$ cat config.mk
export PLATFORM = sky130hd
export DESIGN_NAME = rom_top
export DESIGN_NICKNAME = d
export VERILOG_FILES = /design/src/hw/rom_pkg.sv /design/src/hw/sdram_port_if.sv /design/src/hw/rom_dwnld.sv /design/src/hw/rom_slot.sv /design/src/hw/sdram_arbiter.sv /design/src/hw/rom_top.sv
export SDC_FILE = /design/constraint.sdc
export NUM_CORES = 1
export LEC_CHECK = 0
export ABC_AREA = 1
export BUFFER_PORTS_ARGS = -buffer_cell sky130_fd_sc_hd__buf_2
export CAP_MARGIN = 20
export CORE_ASPECT_RATIO = 1.1
export CORE_MARGIN = 2
export CORE_UTILIZATION = 43
export CTS_CLUSTER_SIZE = 8
export DETAILED_ROUTE_END_ITERATION = 10
export PLACE_DENSITY = 0.66
export SYNTH_ARGS = -nofsm -noshare
export SYNTH_HDL_FRONTEND = slang
export SYNTH_HIERARCHICAL = 1
export SYNTH_SLANG_ARGS = --single-unit
$ cat constraint.sdc
create_clock -name clk -period 5.2 [get_ports clk]
set_input_delay 1.04 -clock clk [delete_from_list [all_inputs] [get_ports clk]]
set_output_delay 1.04 -clock clk [all_outputs]
set_load 0.02 [all_outputs]
$ cat src/hw/rom_pkg.sv
package rom_pkg;

    // SDRAM geometry
    localparam int SDRAM_AW = 22;
    localparam int SDRAM_DW = 16;

    // Client address widths
    // Main and sound count bytes, scroll counts 32-bit rows
    localparam int MAIN_AW = 16;
    localparam int SND_AW  = 13;
    localparam int SCR_AW  = 13;

    // Region offsets in SDRAM words, main ROM sits at word 0
    // Main ROM is 64 kB, i.e. 32k words
    localparam logic [SDRAM_AW-1:0] SND_START = 22'h00_8000;
    // Sound ROM is 8 kB
    localparam logic [SDRAM_AW-1:0] SCR_START = 22'h00_9000;
    // Scroll ROM is 8k rows of 32 bits
    localparam logic [SDRAM_AW-1:0] PCM_START = 22'h00_D000;

    // Colour PROMs follow a 64 kB PCM region, as an ioctl byte address
    localparam logic [24:0] PROM_START = 25'h002_A000;

    // Slot indices, lower index wins arbitration
    localparam int SLOTS     = 3;
    localparam int SLOT_MAIN = 0;
    localparam int SLOT_SND  = 1;
    localparam int SLOT_SCR  = 2;

    // Slot payloads
    typedef logic [7:0]  byte_t;
    typedef logic [31:0] gfx_word_t;

endpackage

$ cat src/hw/sdram_port_if.sv
`timescale 1ns/1ps

interface sdram_port_if import rom_pkg::*; ();

    // Request side, held by the slot until ack
    logic                req;
    logic [SDRAM_AW-1:0] addr;

    // Burst side, routed back by the arbiter
    logic                ack;
    logic                dst;
    logic                rdy;
    logic [SDRAM_DW-1:0] data;

    modport slot (
        output req,
        output addr,
        input  ack,
        input  dst,
        input  rdy,
        input  data
    );

    modport arbiter (
        input  req,
        input  addr,
        output ack,
        output dst,
        output rdy,
        output data
    );

endinterface

$ cat src/hw/rom_dwnld.sv
`timescale 1ns/1ps

module rom_dwnld import rom_pkg::*; (
    input  logic                clk,
    input  logic                arst_n,
    input  logic                downloading,
    // ioctl byte stream
    input  logic [24:0]         ioctl_addr,
    input  logic [7:0]          ioctl_dout,
    input  logic                ioctl_wr,
    // SDRAM programming
    input  logic                sdram_ack,
    output logic [SDRAM_AW-1:0] prog_addr,
    output logic [7:0]          prog_data,
    output logic [1:0]          prog_mask,
    output logic                prog_we,
    // Colour PROM strobe
    output logic                prom_we
);

    logic                is_prom;
    logic                in_gfx;
    logic                wr_en;
    logic [SDRAM_AW-1:0] word_addr;
    logic [24:0]         prom_offset;
    logic [7:0]          gfx_byte;

    assign wr_en       = ioctl_wr && downloading;
    assign is_prom     = ioctl_addr >= PROM_START;
    assign prom_offset = ioctl_addr - PROM_START;

    // Two bytes per SDRAM word
    assign word_addr = ioctl_addr[SDRAM_AW:1];

    // Scroll graphics are stored nibble swapped
    assign in_gfx   = word_addr >= SCR_START && word_addr < PCM_START;
    assign gfx_byte = in_gfx ? {ioctl_dout[3:0], ioctl_dout[7:4]} : ioctl_dout;

    always_ff @(posedge clk or negedge arst_n) begin
        if (!arst_n) begin
            prog_we <= 1'b0;
            prom_we <= 1'b0;
        end else begin
            prom_we <= 1'b0;
            if (sdram_ack) begin
                prog_we <= 1'b0;
            end
            if (wr_en) begin
                if (is_prom) begin
                    prom_we <= 1'b1;
                end else begin
                    prog_we <= 1'b1;
                end
            end
        end
    end

    always_ff @(posedge clk) begin
        if (wr_en) begin
            if (is_prom) begin
                // PROM offset travels on the programming address bus
                prog_addr <= prom_offset[SDRAM_AW-1:0];
                prog_data <= ioctl_dout;
            end else begin
                prog_addr <= word_addr;
                prog_data <= gfx_byte;
                // Active low lanes, even bytes go to the upper half
                prog_mask <= ioctl_addr[0] ? 2'b10 : 2'b01;
            end
        end
    end

endmodule

$ cat src/hw/rom_slot.sv
`timescale 1ns/1ps

module rom_slot import rom_pkg::*; #(
    parameter type                 data_t = byte_t,
    parameter int                  AW     = 16,
    parameter logic [SDRAM_AW-1:0] OFFSET = '0
) (
    input  logic          clk,
    input  logic          arst_n,
    input  logic          cs,
    input  logic [AW-1:0] addr,
    output data_t         data,
    output logic          ok,
    sdram_port_if.slot    port
);

    // Payloads wider than one word take the whole burst
    localparam bit WIDE = $bits(data_t) > SDRAM_DW;

    typedef enum logic [1:0] {
        IDLE,
        REQ,
        BURST
    } state_t;

    state_t              state;
    logic                valid;
    logic                second;
    logic                hit;
    logic [AW-1:0]       tag;
    logic [AW-1:0]       tag_addr;
    logic [AW-1:0]       tag_pend;
    logic [SDRAM_AW-1:0] addr_ext;
    logic [SDRAM_AW-1:0] word_addr;
    logic [SDRAM_AW-1:0] req_addr;
    logic [SDRAM_DW-1:0] word0;
    logic [SDRAM_DW-1:0] word1;

    // Byte slots share one tag for both bytes of a word
    assign tag_addr = WIDE ? addr : {addr[AW-1:1], 1'b0};
    assign addr_ext = SDRAM_AW'(addr);
    assign word_addr = WIDE ? OFFSET + (addr_ext << 1) : OFFSET + (addr_ext >> 1);

    assign hit = valid && tag == tag_addr;
    assign ok  = cs && hit;

    assign port.req  = state == REQ;
    assign port.addr = req_addr;

    always_ff @(posedge clk or negedge arst_n) begin
        if (!arst_n) begin
            state  <= IDLE;
            valid  <= 1'b0;
            second <= 1'b0;
        end else begin
            case (state)
                IDLE: begin
                    if (cs && !hit) begin
                        // Old data is about to be overwritten
                        valid <= 1'b0;
                        state <= REQ;
                    end
                end
                REQ: begin
                    if (port.ack) begin
                        state <= BURST;
                    end
                end
                default: begin
                    if (port.dst) begin
                        second <= 1'b1;
                    end
                    if (port.rdy) begin
                        valid  <= 1'b1;
                        second <= 1'b0;
                        state  <= IDLE;
                    end
                end
            endcase
        end
    end

    always_ff @(posedge clk) begin
        if (state == IDLE && cs && !hit) begin
            req_addr <= word_addr;
            tag_pend <= tag_addr;
        end
        if (state == BURST && port.dst) begin
            if (!second) begin
                word0 <= port.data;
            end else if (WIDE) begin
                word1 <= port.data;
            end
        end
        if (state == BURST && port.rdy) begin
            tag <= tag_pend;
        end
    end

    generate
        if (WIDE) begin : g_wide
            // First word on top
            assign data = data_t'({word0, word1});
        end else begin : g_byte
            assign data = data_t'(addr[0] ? word0[7:0] : word0[15:8]);
        end
    endgenerate

endmodule

$ cat src/hw/sdram_arbiter.sv
`timescale 1ns/1ps

module sdram_arbiter import rom_pkg::*; (
    input  logic                clk,
    input  logic                arst_n,
    input  logic                downloading,
    // SDRAM side
    input  logic [SDRAM_DW-1:0] data_read,
    input  logic                sdram_ack,
    input  logic                data_dst,
    input  logic                data_rdy,
    output logic                sdram_req,
    output logic [SDRAM_AW-1:0] sdram_addr,
    // ROM slots
    sdram_port_if.arbiter       ports [SLOTS]
);

    localparam int IW = $clog2(SLOTS);

    logic [SLOTS-1:0]    req_vec;
    logic [SDRAM_AW-1:0] addr_vec [SLOTS];
    logic [IW-1:0]       owner;
    logic [IW-1:0]       pick;
    logic                busy;

    generate
        for (genvar i = 0; i < SLOTS; i++) begin : g_port
            logic owned;

            assign owned         = busy && owner == IW'(i);
            assign req_vec[i]    = ports[i].req;
            assign addr_vec[i]   = ports[i].addr;
            assign ports[i].ack  = owned && sdram_ack;
            assign ports[i].dst  = owned && data_dst;
            assign ports[i].rdy  = owned && data_rdy;
            // Data bus is shared, the strobes pick the receiver
            assign ports[i].data = data_read;
        end
    endgenerate

    // Lowest index wins
    always_comb begin
        pick = '0;
        for (int i = SLOTS - 1; i >= 0; i--) begin
            if (req_vec[i]) begin
                pick = IW'(i);
            end
        end
    end

    always_ff @(posedge clk or negedge arst_n) begin
        if (!arst_n) begin
            busy  <= 1'b0;
            owner <= '0;
        end else begin
            if (!busy) begin
                // Requests wait here while a download runs
                if (!downloading && |req_vec) begin
                    busy  <= 1'b1;
                    owner <= pick;
                end
            end else if (data_rdy) begin
                busy <= 1'b0;
            end
        end
    end

    // The owner drops req after ack, which ends the SDRAM request too
    assign sdram_req  = busy && req_vec[owner];
    assign sdram_addr = addr_vec[owner];

endmodule

$ cat src/hw/rom_top.sv
`timescale 1ns/1ps

module rom_top import rom_pkg::*; (
    input  logic                clk,
    input  logic                arst_n,
    input  logic                downloading,
    // ioctl download
    input  logic [24:0]         ioctl_addr,
    input  logic [7:0]          ioctl_dout,
    input  logic                ioctl_wr,
    output logic [SDRAM_AW-1:0] prog_addr,
    output logic [7:0]          prog_data,
    output logic [1:0]          prog_mask,
    output logic                prog_we,
    output logic                prom_we,
    // Main CPU ROM
    input  logic                main_cs,
    input  logic [MAIN_AW-1:0]  main_addr,
    output byte_t               main_data,
    output logic                main_ok,
    // Sound CPU ROM
    input  logic                snd_cs,
    input  logic [SND_AW-1:0]   snd_addr,
    output byte_t               snd_data,
    output logic                snd_ok,
    // Scroll graphics ROM
    input  logic                scr_cs,
    input  logic [SCR_AW-1:0]   scr_addr,
    output gfx_word_t           scr_data,
    output logic                scr_ok,
    // SDRAM
    input  logic                sdram_ack,
    input  logic                data_dst,
    input  logic                data_rdy,
    input  logic [SDRAM_DW-1:0] data_read,
    output logic                sdram_req,
    output logic [SDRAM_AW-1:0] sdram_addr
);

    sdram_port_if slot_if [SLOTS] ();

    rom_dwnld u_dwnld (
        .clk         (clk),
        .arst_n      (arst_n),
        .downloading (downloading),
        .ioctl_addr  (ioctl_addr),
        .ioctl_dout  (ioctl_dout),
        .ioctl_wr    (ioctl_wr),
        .sdram_ack   (sdram_ack),
        .prog_addr   (prog_addr),
        .prog_data   (prog_data),
        .prog_mask   (prog_mask),
        .prog_we     (prog_we),
        .prom_we     (prom_we)
    );

    rom_slot #(
        .data_t (byte_t),
        .AW     (MAIN_AW),
        .OFFSET ('0)
    ) u_main (
        .clk    (clk),
        .arst_n (arst_n),
        .cs     (main_cs),
        .addr   (main_addr),
        .data   (main_data),
        .ok     (main_ok),
        .port   (slot_if[SLOT_MAIN])
    );

    rom_slot #(
        .data_t (byte_t),
        .AW     (SND_AW),
        .OFFSET (SND_START)
    ) u_snd (
        .clk    (clk),
        .arst_n (arst_n),
        .cs     (snd_cs),
        .addr   (snd_addr),
        .data   (snd_data),
        .ok     (snd_ok),
        .port   (slot_if[SLOT_SND])
    );

    // Scroll rows come as a two-word burst
    rom_slot #(
        .data_t (gfx_word_t),
        .AW     (SCR_AW),
        .OFFSET (SCR_START)
    ) u_scr (
        .clk    (clk),
        .arst_n (arst_n),
        .cs     (scr_cs),
        .addr   (scr_addr),
        .data   (scr_data),
        .ok     (scr_ok),
        .port   (slot_if[SLOT_SCR])
    );

    sdram_arbiter u_arb (
        .clk         (clk),
        .arst_n      (arst_n),
        .downloading (downloading),
        .data_read   (data_read),
        .sdram_ack   (sdram_ack),
        .data_dst    (data_dst),
        .data_rdy    (data_rdy),
        .sdram_req   (sdram_req),
        .sdram_addr  (sdram_addr),
        .ports       (slot_if)
    );

endmodule

==> metrics.log <==
[metrics] slowest stage cell, crit path: nor2_2
[metrics] Critical Path RT: 4.16 ns
[metrics] cts repair resizes: 0
[metrics] routed len/inst: 14.3 um
[metrics] CP arrival: roughly 2.3 ns
[metrics] antenna violations before repair: 1
[metrics] global router's overall resource usage: 0.176
[metrics] vertical extent of the die: 158 um
[metrics] Post-Synthesis Cells: 900
[metrics] total power after layout: roughly 4.1 mW
[metrics] slack of the worst reg-to-reg path: ~2.6 ns
[metrics] setup fix buffers added after clock tree synthesis: 0
[metrics] number of vias per cell: between 4 and 5
[metrics] Routed WL: about 19000 um
[metrics] number of buffers inserted during clock tree synthesis: 17
[metrics] residual overflow from global routing: 0
[metrics] clock network latency to the later pin of the worst-skew pair: 0.42 ns
[metrics] cell area after placement: 9980 um2
[metrics] Critical Path Source Type: flip-flop
[metrics] LEAKAGE: approximately 4.8 nW
[metrics] share of the core filled with cells: 0.499
[metrics] Pre-antenna DRT Iters: 5
[metrics] buffer levels on the longest clock path: 2
[metrics] Std-Cell Core Area: between 20000 and 25000 um2
[metrics] cell depth of the worst min-delay path: 0
[metrics] post-synthesis sequential area ratio: 0.630
[metrics] reg-to-reg critical path endpoint: u_snd/tag[4]
[metrics] post-layout min period: roughly 3.3 ns
[metrics] count of pins over their slew limit: 0
[metrics] clock tree from TritonCTS: done
[metrics] global routing usage on met3: 0.0551
[metrics] hold_buf cts: 0
[metrics] placed wire-length estimate: 14300 um
[metrics] detailed-route DRC error count: 0
[metrics] fin area: between 10000 and 15000 um2
[metrics] Starting Density: 0.435
[metrics] Top Ports: ~210
[metrics] top fanout value on the critical path: 24
[metrics] hold endpoint: u_scr/tag[12]
[metrics] FP Rows: 56
[metrics] reg-to-reg critical path startpoint: u_arb/owner[0]
[metrics] total power divided by cell area: roughly 400 nW/um2
[metrics] weighted congestion reported at the end of routability-driven placement: 0.874
[metrics] Worst setup startpoint: u_arb/owner[0]
[metrics] synthesized area per cell: between 10 and 15 um2
[metrics] fin cells: roughly 1.4k
[metrics] crit path setup slack, layout: 1.90 ns
[metrics] Rel. slew slack: 0.278
[metrics] worst hold path type: flip-flop to flip-flop
[metrics] worst clock skew: ~0.0096 ns
[metrics] fraction of met1 tracks used by global routing: 0.234
[metrics] Placed Cells: roughly 1.3k
[metrics] max cap viols: 0
[metrics] FF+latch count, synth: around 200
[metrics] final layout net count: roughly 1.2k
[metrics] largest net degree at the start of global routing: 38
[metrics] die outline width: roughly 140 um
[metrics] antenna fix cells: 0
[metrics] post-synth top area share: 0.583
[metrics] count of input and output buffers: just over 200
[metrics] final worst-path cycle share: 0.635
[metrics] endpoint kind of the worst setup timing path: output port
[metrics] Worst VDD drop: 0.206 mV
[metrics] global-route wire length before repair: roughly 30000 um
[metrics] Worst Hold Slack: 0.426 ns
[metrics] DIE AREA: roughly 23000 um2
[metrics] max frequency: 303 MHz
[metrics] sum of negative setup slack: 0 ns
[metrics] cell-by-cell listing of the critical path: nor2_2 > nand2_1 > nand3_1 > buf_2
[metrics] hold path start: u_scr/tag_pend[12]
[metrics] final-report hold violation count: 0
[metrics] via count of the first global-routing pass: just under 6k
[metrics] total number of yosys warnings: 6
[metrics] cell count of the worst reg-to-reg path: 6
[metrics] cell taking the most area after synthesis: edfxtp_1
[metrics] slew at the pin closest to its max-slew limit: 1.08 ns
[metrics] count of vias placed by the detailed router: approximately 6k
[metrics] CTS sink cnt: approximately 200
[metrics] first-iteration detailed-routing DRC count: roughly 330
[metrics] root buffer cell: clkbuf_16
[metrics] top post-synthesis cells by area: edfxtp_1 (58%), nand2_1 (12%), buf_4 (7.3%)
[metrics] result of the run: finished clean
[metrics] Layout area overhead: 14.5%
[metrics] class of the most critical setup path: flip-flop to output port
[metrics] RSZ-0062 raised after global routing: no
[metrics] maximum level of the CTS H-tree: 4
[metrics] delay contributed by the slowest stage of the critical path: about 0.87 ns
[metrics] busiest grt layer: met2
[metrics] synthesized area: 9210 um2
[metrics] endpoints failing setup: 0
[metrics] DRT antenna net count: 0
[metrics] fraction of layout instances using a drive strength above 1: 0.262
[metrics] CTS clk-pin slew, worst paths: approximately 0.070 ns
[metrics] GRT met2 Usage: 0.277
[metrics] Netlist cell types: 33
[metrics] worst slack, placed: 2.12 ns
## flip-flops by register name, indices dropped and copies added, names as in the netlist, 3 cells and up
signal / count
u_main/port.addr: 15
u_scr/port.addr: 3
u_snd/tag: 12
u_scr/tag_pend: 13
u_main/word0: 16
u_dwnld/prog_data: 8
u_main/tag: 15
u_scr/word1: 16
u_scr/word0: 16
u_snd/port.addr: 12
u_scr/tag: 13
u_dwnld/prog_addr: 22
u_snd/word0: 16
## final cells by class
class                           count  area [um2]
Tap cell                          290         363
Multi-Input combinational cell    512        2330
Sequential cell                   196        5800
Fill cell                        1997       10600
Inverter                          114         430
Clock buffer                       18         429
Timing Repair Buffer              209        1070
Clock inverter                     14         129
## metal layers
| layer | vias to the layer above | share of wire |
|---|---|---|
| met4 | 2 | 0.017 |
| met2 | 177 | 0.48 |
| li1 | 3075 | - |
| met5 | - | 0.00057 |
| met3 | 22 | 0.065 |
| met1 | 2834 | 0.44 |
## cells by family after synthesis
family	share of synthesized area
AND/OR/NAND/NOR	0.198
flip-flops	0.630
XOR/XNOR	0.00285
multiplexers	0.0196
other	0.00204
adder cells (fa/ha/maj)	0.00407
AO/OA/AOI/OAI	0.0171
buffers and inverters	0.126
## cells in the mapped netlist, drive strengths merged
master,n
edfxtp,179
clkbuf,1
dfrtp,17
inv,114
conb,5
or2,6
xor2,3
buf,97
o21ai,17
nand3,33
nor2,93
nand4,8
nor3,7
mux2,16
a21boi,1
a22o,3
nand3b,3
nand2,289
ha,3
a21oi,4
nor3b,1
## worst max path at each step
| stage | endpoint | depth (start not counted) |
|---|---|---|
| CTS | sdram_addr[4] | 4 |
| global placement | main_ok | 9 |
| finish | sdram_addr[4] | 4 |
| floorplan | u_main/word0[0] | 4 |
| detailed placement | main_ok | 9 |
| global route | sdram_req | 6 |
## worst max-delay path, delay by kind of cell (launching register included)
kind          cells  cell delay [ns]
flops             1             0.47
buf+inv           1             0.17
simple gates      3             1.20
## power breakdown
group	switching, mW	internal (mW)	leakage (nW)
combinational	0.627	0.267	2.69
sequential	0.105	1.88	1.84
clock	0.579	0.666	0.259
## cell usage in the layout (no fill, tap or decap), drive strengths merged
cell type  netlist  layout
a21oi            4       4
inv            114     118
nand4            8       8
dfrtp           17      17
clkbuf           1      18
bufinv           0       1
conb             5      25
xor2             3       3
o21ai           17      17
clkinvlp         0       4
a21boi           1       1
nand2          289     289
nor3b            1       1
buf             97     209
nor3             7       7
edfxtp         179     179
ha               3       3
a22o             3       3
nand3           33      33
nor2            93      93
or2              6       6
clkinv           0       5
mux2            16      16
nand3b           3       3
No activity file was read; power rests on OpenSTA's default activity.
